$ cat config.mk
export PLATFORM = sky130hd
export DESIGN_NAME = rename_dispatch_top
export DESIGN_NICKNAME = d
export VERILOG_FILES = /design/src/source/rename_pkg.sv /design/src/source/inst_decoder.sv /design/src/source/map_table.sv /design/src/source/free_list.sv /design/src/source/rob_alloc.sv /design/src/source/dispatch_ctrl.sv /design/src/source/rename_dispatch_top.sv
export VERILOG_INCLUDE_DIRS = /design/src /design/src/source
export SDC_FILE = /design/constraint.sdc
export NUM_CORES = 1
export LEC_CHECK = 0
export BUFFER_PORTS_ARGS = -buffer_cell sky130_fd_sc_hd__buf_2
export CAP_MARGIN = 20
export CORE_MARGIN = 5
export CORE_UTILIZATION = 55
export CTS_CLUSTER_SIZE = 28
export DETAILED_ROUTE_END_ITERATION = 10
export PLACE_DENSITY = 0.72
export SYNTH_ARGS = -nofsm -noshare
export SYNTH_HDL_FRONTEND = slang
export SYNTH_SLANG_ARGS = --single-unit
$ cat constraint.sdc
create_clock -name clock -period 6.9 [get_ports clock]
set_clock_uncertainty 0.15 [all_clocks]
set_input_delay 0.69 -clock clock [delete_from_list [all_inputs] [get_ports clock]]
set_output_delay 0.69 -clock clock [all_outputs]
set_load 0.01 [all_outputs]
$ cat src/source/rename_consts.svh
// rename / dispatch sizing constants
// architectural and physical register counts, ROB depth, free list depth

`ifndef RENAME_CONSTS_SVH
`define RENAME_CONSTS_SVH

// ================================================
// register file sizes
// ================================================
`define ARCH_REGS   32                          // rv32i x0..x31
`define PHYS_REGS   40                          // physical register file

// ================================================
// queue depths
// ================================================
`define ROB_DEPTH   16                          // reorder buffer entries
`define FREE_REGS   (`PHYS_REGS - `ARCH_REGS)   // free list capacity, 8

`endif

$ cat src/source/rename_pkg.sv
// rename package
// shared types for the rename and dispatch front end

`include "rename_consts.svh"

package rename_pkg;

    // ================================================
    // index and tag widths
    // ================================================
    typedef logic [$clog2(`ARCH_REGS)-1:0] arch_reg_t;   // 5 bits
    typedef logic [$clog2(`PHYS_REGS)-1:0] phys_tag_t;   // 6 bits
    typedef logic [$clog2(`ROB_DEPTH)-1:0] rob_idx_t;    // 4 bits

    typedef logic [31:0] inst_t;                         // raw instruction word

    // functional unit class, same encoding as the rs side
    typedef enum logic [1:0] {
        FU_ALU    = 2'd0,
        FU_MULT   = 2'd1,
        FU_MEM    = 2'd2,
        FU_BRANCH = 2'd3
    } fu_type_e;

    // dispatch control state
    typedef enum logic {
        CTRL_RESET = 1'b0,   // first cycle out of reset, nothing dispatches
        CTRL_RUN   = 1'b1
    } ctrl_state_e;

endpackage

$ cat src/source/inst_decoder.sv
// instruction decoder
// pulls register fields out of an rv32i word and sorts it by unit class

`timescale 1ns/1ps

module inst_decoder (
    input  rename_pkg::inst_t     inst_i,
    output rename_pkg::arch_reg_t rs1_o,
    output rename_pkg::arch_reg_t rs2_o,
    output rename_pkg::arch_reg_t rd_o,
    output logic                  has_dest_o,
    output logic                  is_mem_o,
    output logic                  is_store_o,
    output logic                  is_branch_o,
    output logic                  illegal_o,
    output rename_pkg::fu_type_e  fu_type_o
);
    import rename_pkg::*;

    // base opcodes
    localparam logic [6:0] OP_LUI    = 7'b0110111;
    localparam logic [6:0] OP_AUIPC  = 7'b0010111;
    localparam logic [6:0] OP_JAL    = 7'b1101111;
    localparam logic [6:0] OP_JALR   = 7'b1100111;
    localparam logic [6:0] OP_BRANCH = 7'b1100011;
    localparam logic [6:0] OP_LOAD   = 7'b0000011;
    localparam logic [6:0] OP_STORE  = 7'b0100011;
    localparam logic [6:0] OP_IMM    = 7'b0010011;
    localparam logic [6:0] OP_REG    = 7'b0110011;

    logic [6:0] opcode;
    logic [6:0] funct7;
    logic       writes_rd;   // opcode writes rd at all

    assign opcode = inst_i[6:0];
    assign funct7 = inst_i[31:25];

    // fields are passed on raw, unused ones are don't-care downstream
    assign rs1_o = inst_i[19:15];
    assign rs2_o = inst_i[24:20];
    assign rd_o  = inst_i[11:7];

    always_comb begin
        writes_rd   = 1'b0;
        is_mem_o    = 1'b0;
        is_store_o  = 1'b0;
        is_branch_o = 1'b0;
        illegal_o   = 1'b0;
        fu_type_o   = FU_ALU;
        case (opcode)
            OP_LUI, OP_AUIPC, OP_IMM: writes_rd = 1'b1;
            OP_JAL, OP_JALR: begin
                writes_rd   = 1'b1;   // link register
                is_branch_o = 1'b1;
                fu_type_o   = FU_BRANCH;
            end
            OP_BRANCH: begin
                is_branch_o = 1'b1;
                fu_type_o   = FU_BRANCH;
            end
            OP_LOAD: begin
                writes_rd = 1'b1;
                is_mem_o  = 1'b1;
                fu_type_o = FU_MEM;
            end
            OP_STORE: begin
                is_mem_o   = 1'b1;
                is_store_o = 1'b1;
                fu_type_o  = FU_MEM;
            end
            OP_REG: begin
                if (funct7 == 7'b0000001) begin   // m extension
                    writes_rd = 1'b1;
                    fu_type_o = FU_MULT;
                end else if (funct7 == 7'b0000000 || funct7 == 7'b0100000) begin
                    writes_rd = 1'b1;
                end else begin
                    illegal_o = 1'b1;
                end
            end
            default: illegal_o = 1'b1;   // unknown, flagged only
        endcase
    end

    assign has_dest_o = writes_rd && (rd_o != '0);   // x0 never renamed

endmodule

$ cat src/source/map_table.sv
// register map table
// architectural to physical mapping, two source reads, old tag read, one write

`timescale 1ns/1ps

`include "rename_consts.svh"

module map_table (
    input  logic                  clock,
    input  logic                  reset,
    input  rename_pkg::arch_reg_t src1_arch_i,
    input  rename_pkg::arch_reg_t src2_arch_i,
    input  rename_pkg::arch_reg_t dest_arch_i,
    input  logic                  rename_we_i,
    input  rename_pkg::phys_tag_t new_tag_i,
    output rename_pkg::phys_tag_t src1_tag_o,
    output rename_pkg::phys_tag_t src2_tag_o,
    output rename_pkg::phys_tag_t old_tag_o
);
    import rename_pkg::*;

    phys_tag_t map_q [`ARCH_REGS];

    // reads see the table before this cycle's write
    assign src1_tag_o = map_q[src1_arch_i];
    assign src2_tag_o = map_q[src2_arch_i];
    assign old_tag_o  = map_q[dest_arch_i];   // Told for the rob

    always_ff @(posedge clock) begin
        if (reset) begin
            for (int i = 0; i < `ARCH_REGS; i++) begin
                map_q[i] <= phys_tag_t'(i);   // identity map
            end
        end else if (rename_we_i && dest_arch_i != '0) begin
            map_q[dest_arch_i] <= new_tag_i;
        end
    end

    // ================================================
    // checks
    // ================================================
    // the decoder drops x0 destinations before the control raises a write
    a_no_x0_write: assert property (
        @(posedge clock) disable iff (reset)
        rename_we_i |-> dest_arch_i != '0
    ) else $error("map table write to x0");

endmodule

$ cat src/source/free_list.sv
// free list
// circular fifo of unmapped physical tags, head tag always on the output

`timescale 1ns/1ps

`include "rename_consts.svh"

module free_list (
    input  logic                  clock,
    input  logic                  reset,
    input  logic                  alloc_i,      // pop head
    input  logic                  free_i,       // push retired tag
    input  rename_pkg::phys_tag_t free_tag_i,
    output rename_pkg::phys_tag_t head_tag_o,
    output logic                  empty_o
);
    import rename_pkg::*;

    localparam int PTR_W = $clog2(`FREE_REGS);
    localparam int CNT_W = $clog2(`FREE_REGS + 1);

    phys_tag_t        tags_q [`FREE_REGS];
    logic [PTR_W-1:0] head_q;     // next tag handed out
    logic [PTR_W-1:0] tail_q;     // next slot for a returned tag
    logic [CNT_W-1:0] count_q;
    logic             full;

    assign head_tag_o = tags_q[head_q];
    assign empty_o    = (count_q == '0);
    assign full       = (count_q == CNT_W'(`FREE_REGS));

    // depth is a power of two, pointers wrap on their own
    always_ff @(posedge clock) begin
        if (reset) begin
            for (int i = 0; i < `FREE_REGS; i++) begin
                tags_q[i] <= phys_tag_t'(`ARCH_REGS + i);   // tags 32..39
            end
            head_q  <= '0;
            tail_q  <= '0;
            count_q <= CNT_W'(`FREE_REGS);   // starts full
        end else begin
            if (free_i) begin
                tags_q[tail_q] <= free_tag_i;
                tail_q         <= tail_q + 1'b1;
            end
            if (alloc_i) begin
                head_q <= head_q + 1'b1;
            end
            case ({free_i, alloc_i})
                2'b10:   count_q <= count_q + 1'b1;
                2'b01:   count_q <= count_q - 1'b1;
                default: count_q <= count_q;   // both or neither
            endcase
        end
    end

    // ================================================
    // checks
    // ================================================
    a_no_alloc_empty: assert property (
        @(posedge clock) disable iff (reset) alloc_i |-> !empty_o
    ) else $error("free list allocation while empty");

    // 40 tags total, so a full list means no valid Told sits in the rob
    a_no_push_full: assert property (
        @(posedge clock) disable iff (reset) free_i |-> !full
    ) else $error("free list push while full");

endmodule

$ cat src/source/rob_alloc.sv
// rob slot allocator
// hands out tail indices, keeps Told per entry, releases it on retire

`timescale 1ns/1ps

`include "rename_consts.svh"

module rob_alloc (
    input  logic                  clock,
    input  logic                  reset,
    input  logic                  push_i,
    input  rename_pkg::phys_tag_t old_tag_i,
    input  logic                  has_dest_i,
    input  logic                  retire_i,
    output rename_pkg::rob_idx_t  tail_idx_o,
    output logic                  full_o,
    output logic                  free_o,        // head Told goes back
    output rename_pkg::phys_tag_t freed_tag_o
);
    import rename_pkg::*;

    localparam int CNT_W = $clog2(`ROB_DEPTH + 1);

    phys_tag_t              old_tag_q [`ROB_DEPTH];   // payload, no reset
    logic [`ROB_DEPTH-1:0]  dest_vld_q;               // entry holds a real Told
    rob_idx_t               head_q;
    rob_idx_t               tail_q;
    logic [CNT_W-1:0]       count_q;

    assign tail_idx_o  = tail_q;
    assign full_o      = (count_q == CNT_W'(`ROB_DEPTH));
    assign freed_tag_o = old_tag_q[head_q];
    assign free_o      = retire_i && dest_vld_q[head_q];   // no-dest entries free nothing

    always_ff @(posedge clock) begin
        if (push_i) begin
            old_tag_q[tail_q] <= has_dest_i ? old_tag_i : '0;
        end
    end

    always_ff @(posedge clock) begin
        if (reset) begin
            dest_vld_q <= '0;
            head_q     <= '0;
            tail_q     <= '0;
            count_q    <= '0;
        end else begin
            if (push_i) begin
                dest_vld_q[tail_q] <= has_dest_i;
                tail_q             <= tail_q + 1'b1;   // wraps 15 -> 0
            end
            if (retire_i) begin
                head_q <= head_q + 1'b1;
            end
            count_q <= count_q + CNT_W'(push_i) - CNT_W'(retire_i);
        end
    end

    // ================================================
    // checks
    // ================================================
    a_no_retire_empty: assert property (
        @(posedge clock) disable iff (reset) retire_i |-> count_q != '0
    ) else $error("retire with an empty rob");

endmodule

$ cat src/source/dispatch_ctrl.sv
// dispatch control
// forms the one fire condition and gates every enable and strobe with it

`timescale 1ns/1ps

module dispatch_ctrl (
    input  logic clock,
    input  logic reset,
    input  logic inst_valid_i,
    input  logic branch_stall_i,   // held by the branch side
    input  logic rs_full_i,        // level from the reservation stations
    input  logic has_dest_i,
    input  logic is_mem_i,
    input  logic is_branch_i,
    input  logic rob_full_i,
    input  logic free_empty_i,
    output logic alloc_o,          // free list pop
    output logic rename_we_o,      // map table write
    output logic rob_push_o,
    output logic dispatch_o,
    output logic stall_o,
    output logic lsq_valid_o,
    output logic branch_o
);
    import rename_pkg::*;

    ctrl_state_e state_q;
    logic        running;
    logic        resources_ok;   // rob slot and, if needed, a tag
    logic        fire;

    // ================================================
    // state
    // ================================================
    // one idle cycle after reset so the tables settle
    always_ff @(posedge clock) begin
        if (reset) begin
            state_q <= CTRL_RESET;
        end else begin
            state_q <= CTRL_RUN;
        end
    end

    assign running = (state_q == CTRL_RUN);

    // ================================================
    // fire and enables
    // ================================================
    assign resources_ok = !rob_full_i && !(has_dest_i && free_empty_i);

    assign fire = running && inst_valid_i
               && !branch_stall_i && !rs_full_i
               && resources_ok;

    assign alloc_o     = fire && has_dest_i;
    assign rename_we_o = fire && has_dest_i;   // same value as the pop
    assign rob_push_o  = fire;
    assign dispatch_o  = fire;
    assign stall_o     = running && inst_valid_i && !fire;   // instruction held at input
    assign lsq_valid_o = fire && is_mem_i;
    assign branch_o    = fire && is_branch_i;

    // ================================================
    // checks
    // ================================================
    // a stalled instruction stays on the input, same decode, until it goes
    a_stall_hold: assert property (
        @(posedge clock) disable iff (reset)
        stall_o |=> inst_valid_i && $stable({has_dest_i, is_mem_i, is_branch_i})
    ) else $error("stalled instruction not held at the input");

endmodule

$ cat src/source/rename_dispatch_top.sv
// rename and dispatch top level
// decoder, map table, free list and rob allocator around one control block

`timescale 1ns/1ps

module rename_dispatch_top (
    input  logic                  clock,
    input  logic                  reset,
    input  logic                  inst_valid_i,
    input  rename_pkg::inst_t     inst_i,
    input  logic                  branch_stall_i,
    input  logic                  rs_full_i,
    input  logic                  retire_i,
    output logic                  dispatch_o,
    output logic                  stall_o,
    output rename_pkg::rob_idx_t  rob_idx_o,
    output rename_pkg::phys_tag_t dest_tag_o,
    output rename_pkg::phys_tag_t old_tag_o,
    output rename_pkg::phys_tag_t src1_tag_o,
    output rename_pkg::phys_tag_t src2_tag_o,
    output rename_pkg::fu_type_e  fu_type_o,
    output logic                  lsq_valid_o,
    output logic                  is_store_o,
    output logic                  is_branch_o,
    output logic                  illegal_o
);
    import rename_pkg::*;

    arch_reg_t rs1, rs2, rd;
    logic      has_dest, is_mem, is_branch;
    logic      alloc, rename_we, rob_push;
    logic      free_empty, rob_full;
    logic      tag_free;          // rob returns a Told
    phys_tag_t head_tag, freed_tag;

    inst_decoder u_decoder (
        .inst_i (inst_i), .rs1_o (rs1), .rs2_o (rs2), .rd_o (rd),
        .has_dest_o (has_dest), .is_mem_o (is_mem), .is_store_o (is_store_o),
        .is_branch_o (is_branch), .illegal_o (illegal_o), .fu_type_o (fu_type_o)
    );

    map_table u_map (
        .clock (clock), .reset (reset),
        .src1_arch_i (rs1), .src2_arch_i (rs2), .dest_arch_i (rd),
        .rename_we_i (rename_we), .new_tag_i (head_tag),
        .src1_tag_o (src1_tag_o), .src2_tag_o (src2_tag_o), .old_tag_o (old_tag_o)
    );

    free_list u_free (
        .clock (clock), .reset (reset), .alloc_i (alloc),
        .free_i (tag_free), .free_tag_i (freed_tag),
        .head_tag_o (head_tag), .empty_o (free_empty)
    );

    rob_alloc u_rob (
        .clock (clock), .reset (reset), .push_i (rob_push),
        .old_tag_i (old_tag_o), .has_dest_i (has_dest), .retire_i (retire_i),
        .tail_idx_o (rob_idx_o), .full_o (rob_full),
        .free_o (tag_free), .freed_tag_o (freed_tag)
    );

    dispatch_ctrl u_ctrl (
        .clock (clock), .reset (reset),
        .inst_valid_i (inst_valid_i), .branch_stall_i (branch_stall_i),
        .rs_full_i (rs_full_i), .has_dest_i (has_dest), .is_mem_i (is_mem),
        .is_branch_i (is_branch), .rob_full_i (rob_full), .free_empty_i (free_empty),
        .alloc_o (alloc), .rename_we_o (rename_we), .rob_push_o (rob_push),
        .dispatch_o (dispatch_o), .stall_o (stall_o),
        .lsq_valid_o (lsq_valid_o), .branch_o (is_branch_o)
    );

    assign dest_tag_o = has_dest ? head_tag : '0;   // no tag taken without a dest

endmodule

==> results by group <==
Floorplanning
  – Die Height: 203.3 µm
  – Row count: 70
  – Top Ports: 74
  – Core area: 36,790 µm²
  – Die area: 41,330 µm²
  – Starting Density: 55.86%
  – Die Wd: 203.3 µm

Logic synthesis
  – Largest family of logic cells by synthesized area: multiplexers
  – Synthesized netlist cell count: 1,513
  – Count leader, synth: edfxtp_1
  – Post-Synth Simple-Gate Area: 12.41%
  – Multiplexer share of the synthesized area: 23.68%
  – Post-synth design cell area: 20,550 µm²
  – Largest cells by area after synthesis: edfxtp_1 49%, mux4_2 18%, mux2i_1 5.2%, dfxtp_1 4.6%, nor2_1 3.1%
  – XOR/XNOR Fraction of Synth Area: 0.3836%
  – Top_reg_cell synth: edfxtp_1
  – Warnings from Yosys: 0
  – Register area share after synthesis: 53.68%
  – Commonest cells in the netlist: 336 x edfxtp_1, 170 x nor2_1, 162 x mux4_2
  – Number of distinct library cells after synthesis: 67
  – Synth top area share: 49.10%
  – Async set-reset flop share out of synthesis: 0%
  – #FFs+latches synth: 383
  – Compound-gate portion of the synthesized area: 5.462%
  – Cell taking the most area after synthesis: edfxtp_1
  – Post-synth EDFFs: 336
  – Adder-cell area share of the yosys netlist: 1.169%
  – Syn avg cell area: 13.58 µm²

Critical path
  – CP Cell Sequence: buf_4 > buf_4 > mux4_2 > a22oi_1 > nand3_1 > buf_2
  – CP startpoint kind: input port
  – WP data required: 6060 ps
  – CP Launch Point: inst_i[7]
  – Cell mode on critical path: buf_4
  – CP max stage cell: buf_4
  – Crit path DAT: 3530 ps
  – Worst Setup End Kind: output pin
  – Critical path type: input port to output pin
  – Slowest stage delay, CP: 770 ps
  – Crit-path max FO: 44
  – CP delay by family, top: buffers and inverters
  – FF-to-FF Start: u_free.count_q[0]$_SDFFE_PP0P_
  – WP buf/inv: 3

Layout
  – Nets: 1,587
  – Syn-to-layout area delta: 9.242%
  – Layout cell share with drive strength beyond 1: 22.66%
  – # fillers: 2,799
  – Ant. Diodes: 0

Drt
  – DR iter-0 viols: 1,443
  – Final ANT Viol Nets: 0
  – Vias: 13,750
  – Pre-Repair DR Iteration Count: 7
  – DR DRC count: 0
  – Total wire length: 55,420 µm
  – WL/cell: 27.30 µm
  – Via density per instance: 6.771

GRT
  – Met2 usage: 43.77%
  – Number of global-route vias before repair: 13,600
  – Grt ovf: 0
  – Gr busiest metal: met2
  – Largest net degree at the start of global routing: 56
  – Initial antenna violation count: 0
  – Met1 usage: 35.11%
  – Routing usage on met3: 5.629%
  – Gr usage total: 26.60%
  – First-pass GRT wire length: 83,460 µm

Timing
  – Least-Margin Pin Slew: 1135 ps
  – Fmax: 228.6 MHz
  – Final Max Tran Viols: 0
  – Crit path time final: 4375 ps
  – # setup viols final: 0
  – Hold Violations, Final: 0
  – Fin Setup TNS: 0 ps
  – RSZ-0062 raised after global routing: no
  – Max_slew headroom: 24.14%
  – Final period util: 63.40%

Clocking
  – Max clock buf depth: 3
  – Skew-Pair Late Insertion Delay: 550 ps
  – Root Buffer: clkbuf_16
  – CTS Buf Count: 40
  – # clock sinks: 383
  – H-tree Lvls: 2
  – CTS tree: done
  – Hold Buf Count CTS: 0
  – Post-CTS Resized: 0
  – Post-CTS Setup Inserts: 0
  – Clk slew on worst S/H paths: 60 ps

Power and ir drop
  – Power Dens Cells: 240.8 nW/µm²
  – Total power draw: 5.405 mW
  – VDD IR-drop max: 0.0002157 V
  – Leakage power: 7.183 nW

Worst hold path
  – Hold Crit Start: u_free.head_q[1]$_SDFFE_PP0N_
  – Hold crit path type: flip-flop to flip-flop

Placed design
  – Routability Congestion: 0.9701
  – Post-DP HPWL: 38,070 µm
  – I/O Buffers: 70

Run status
  – Status: complete, no violations

Run
  – Max_cap viols: 0
==> layout by cell type, fill, tap and decap left out, types with 10 or more instances in the layout <==
cell and count:
edfxtp_1 336, nor2_1 170, mux4_2 162, nand2_1 131, mux2i_1 106, buf_2 69
dfxtp_1 47, o21ai_0 42, clkbuf_16 42, nand3_1 40, and3_1 30, nor2b_1 26
buf_4 25, o22ai_1 20, inv_1 18, nand4_1 18, ha_1 16, a21oi_1 14
a22o_1 14, nor3_1 14, mux2_2 14, clkinv_1 13, a221oi_1 12, a31oi_1 12
nor4_1 11, and2_1 11, a22oi_1 11, a21o_1 10
==> final cells by class <==
type	instances	area, µm²	area share, %
timing repair buffer	94	533.0	2.374
multi-input combinational	992	8889	39.59
tap	468	585.6	2.608
clock buffer	48	1084	4.827
inverter	20	75.07	0.3344
clock inverter	25	252.7	1.126
sequential	383	11030	49.14
==> cell families (layout without fill, tap and decap cells) <==
group	Yosys count	in the layout
other	1	6
adder cells (fa/ha/maj)	18	18
flip-flops	383	383
XOR/XNOR	9	9
AND/OR/NAND/NOR	510	510
AO/OA/AOI/OAI	167	167
multiplexers	282	282
buffers and inverters	143	187
==> report_power, final <==
| group | internal (mW) | leakage, nW | total [mW] | switching [mW] |
|---|---|---|---|---|
| Combinational | 0.237 | 3.16 | 0.593 | 0.356 |
| Sequential | 2.56 | 3.37 | 2.60 | 0.0411 |
| Clock | 1.31 | 0.648 | 2.21 | 0.904 |
==> worst paths after layout <==
| check | end | slack (ps) | depth (start not counted) |
|---|---|---|---|
| max | old_tag_o[0] | 2530 | 6 |
| min | u_free.head_q[1]$_SDFFE_PP0N_ | 340 | 2 |
| max reg2reg | u_free.count_q[3]$_SDFFE_PP1P_ | 2670 | 13 |
| min reg2reg | u_free.head_q[1]$_SDFFE_PP0N_ | 340 | 2 |
==> layer usage <==
layer,wire length [µm],vias up,part of all wire [%]
met5,0,-,0
li1,-,5957,-
met4,2378,0,4.3
met3,5413,125,9.8
met1,20330,6904,37
met2,27300,759,49
==> sequential cells by signal, summed over array words and instances (netlist names), named ones only <==
register / cells
u_map.map_q: 192
u_rob.old_tag_q: 96
u_free.tags_q: 48
u_rob.dest_vld_q: 16
u_rob.count_q: 5
u_free.count_q: 4
u_rob.head_q: 4
u_rob.tail_idx_o: 4
u_free.head_q: 3
u_free.tail_q: 3
u_ctrl.running: 1
==> tightest hold or removal path, cell delays in order (launching register included) <==
cell	delay (ps)
dfxtp_1	310
nand2_1	50
mux2i_1	70
==> stage by stage <==
step	hold WS [ps]	setup slack (ps)	cell area, µm²	instances	util [%]
floorplan	303.9	3375	20570	1518	-
global placement	320.3	2371	21080	1952	57.31
detailed placement	333.1	2181	21080	1952	57.31
CTS	342.0	2562	22420	2025	60.94
global route	386.3	2411	22450	2030	61.03
finish	342.2	2525	22450	2030	61.03
Power figures use the tool's default switching activity.
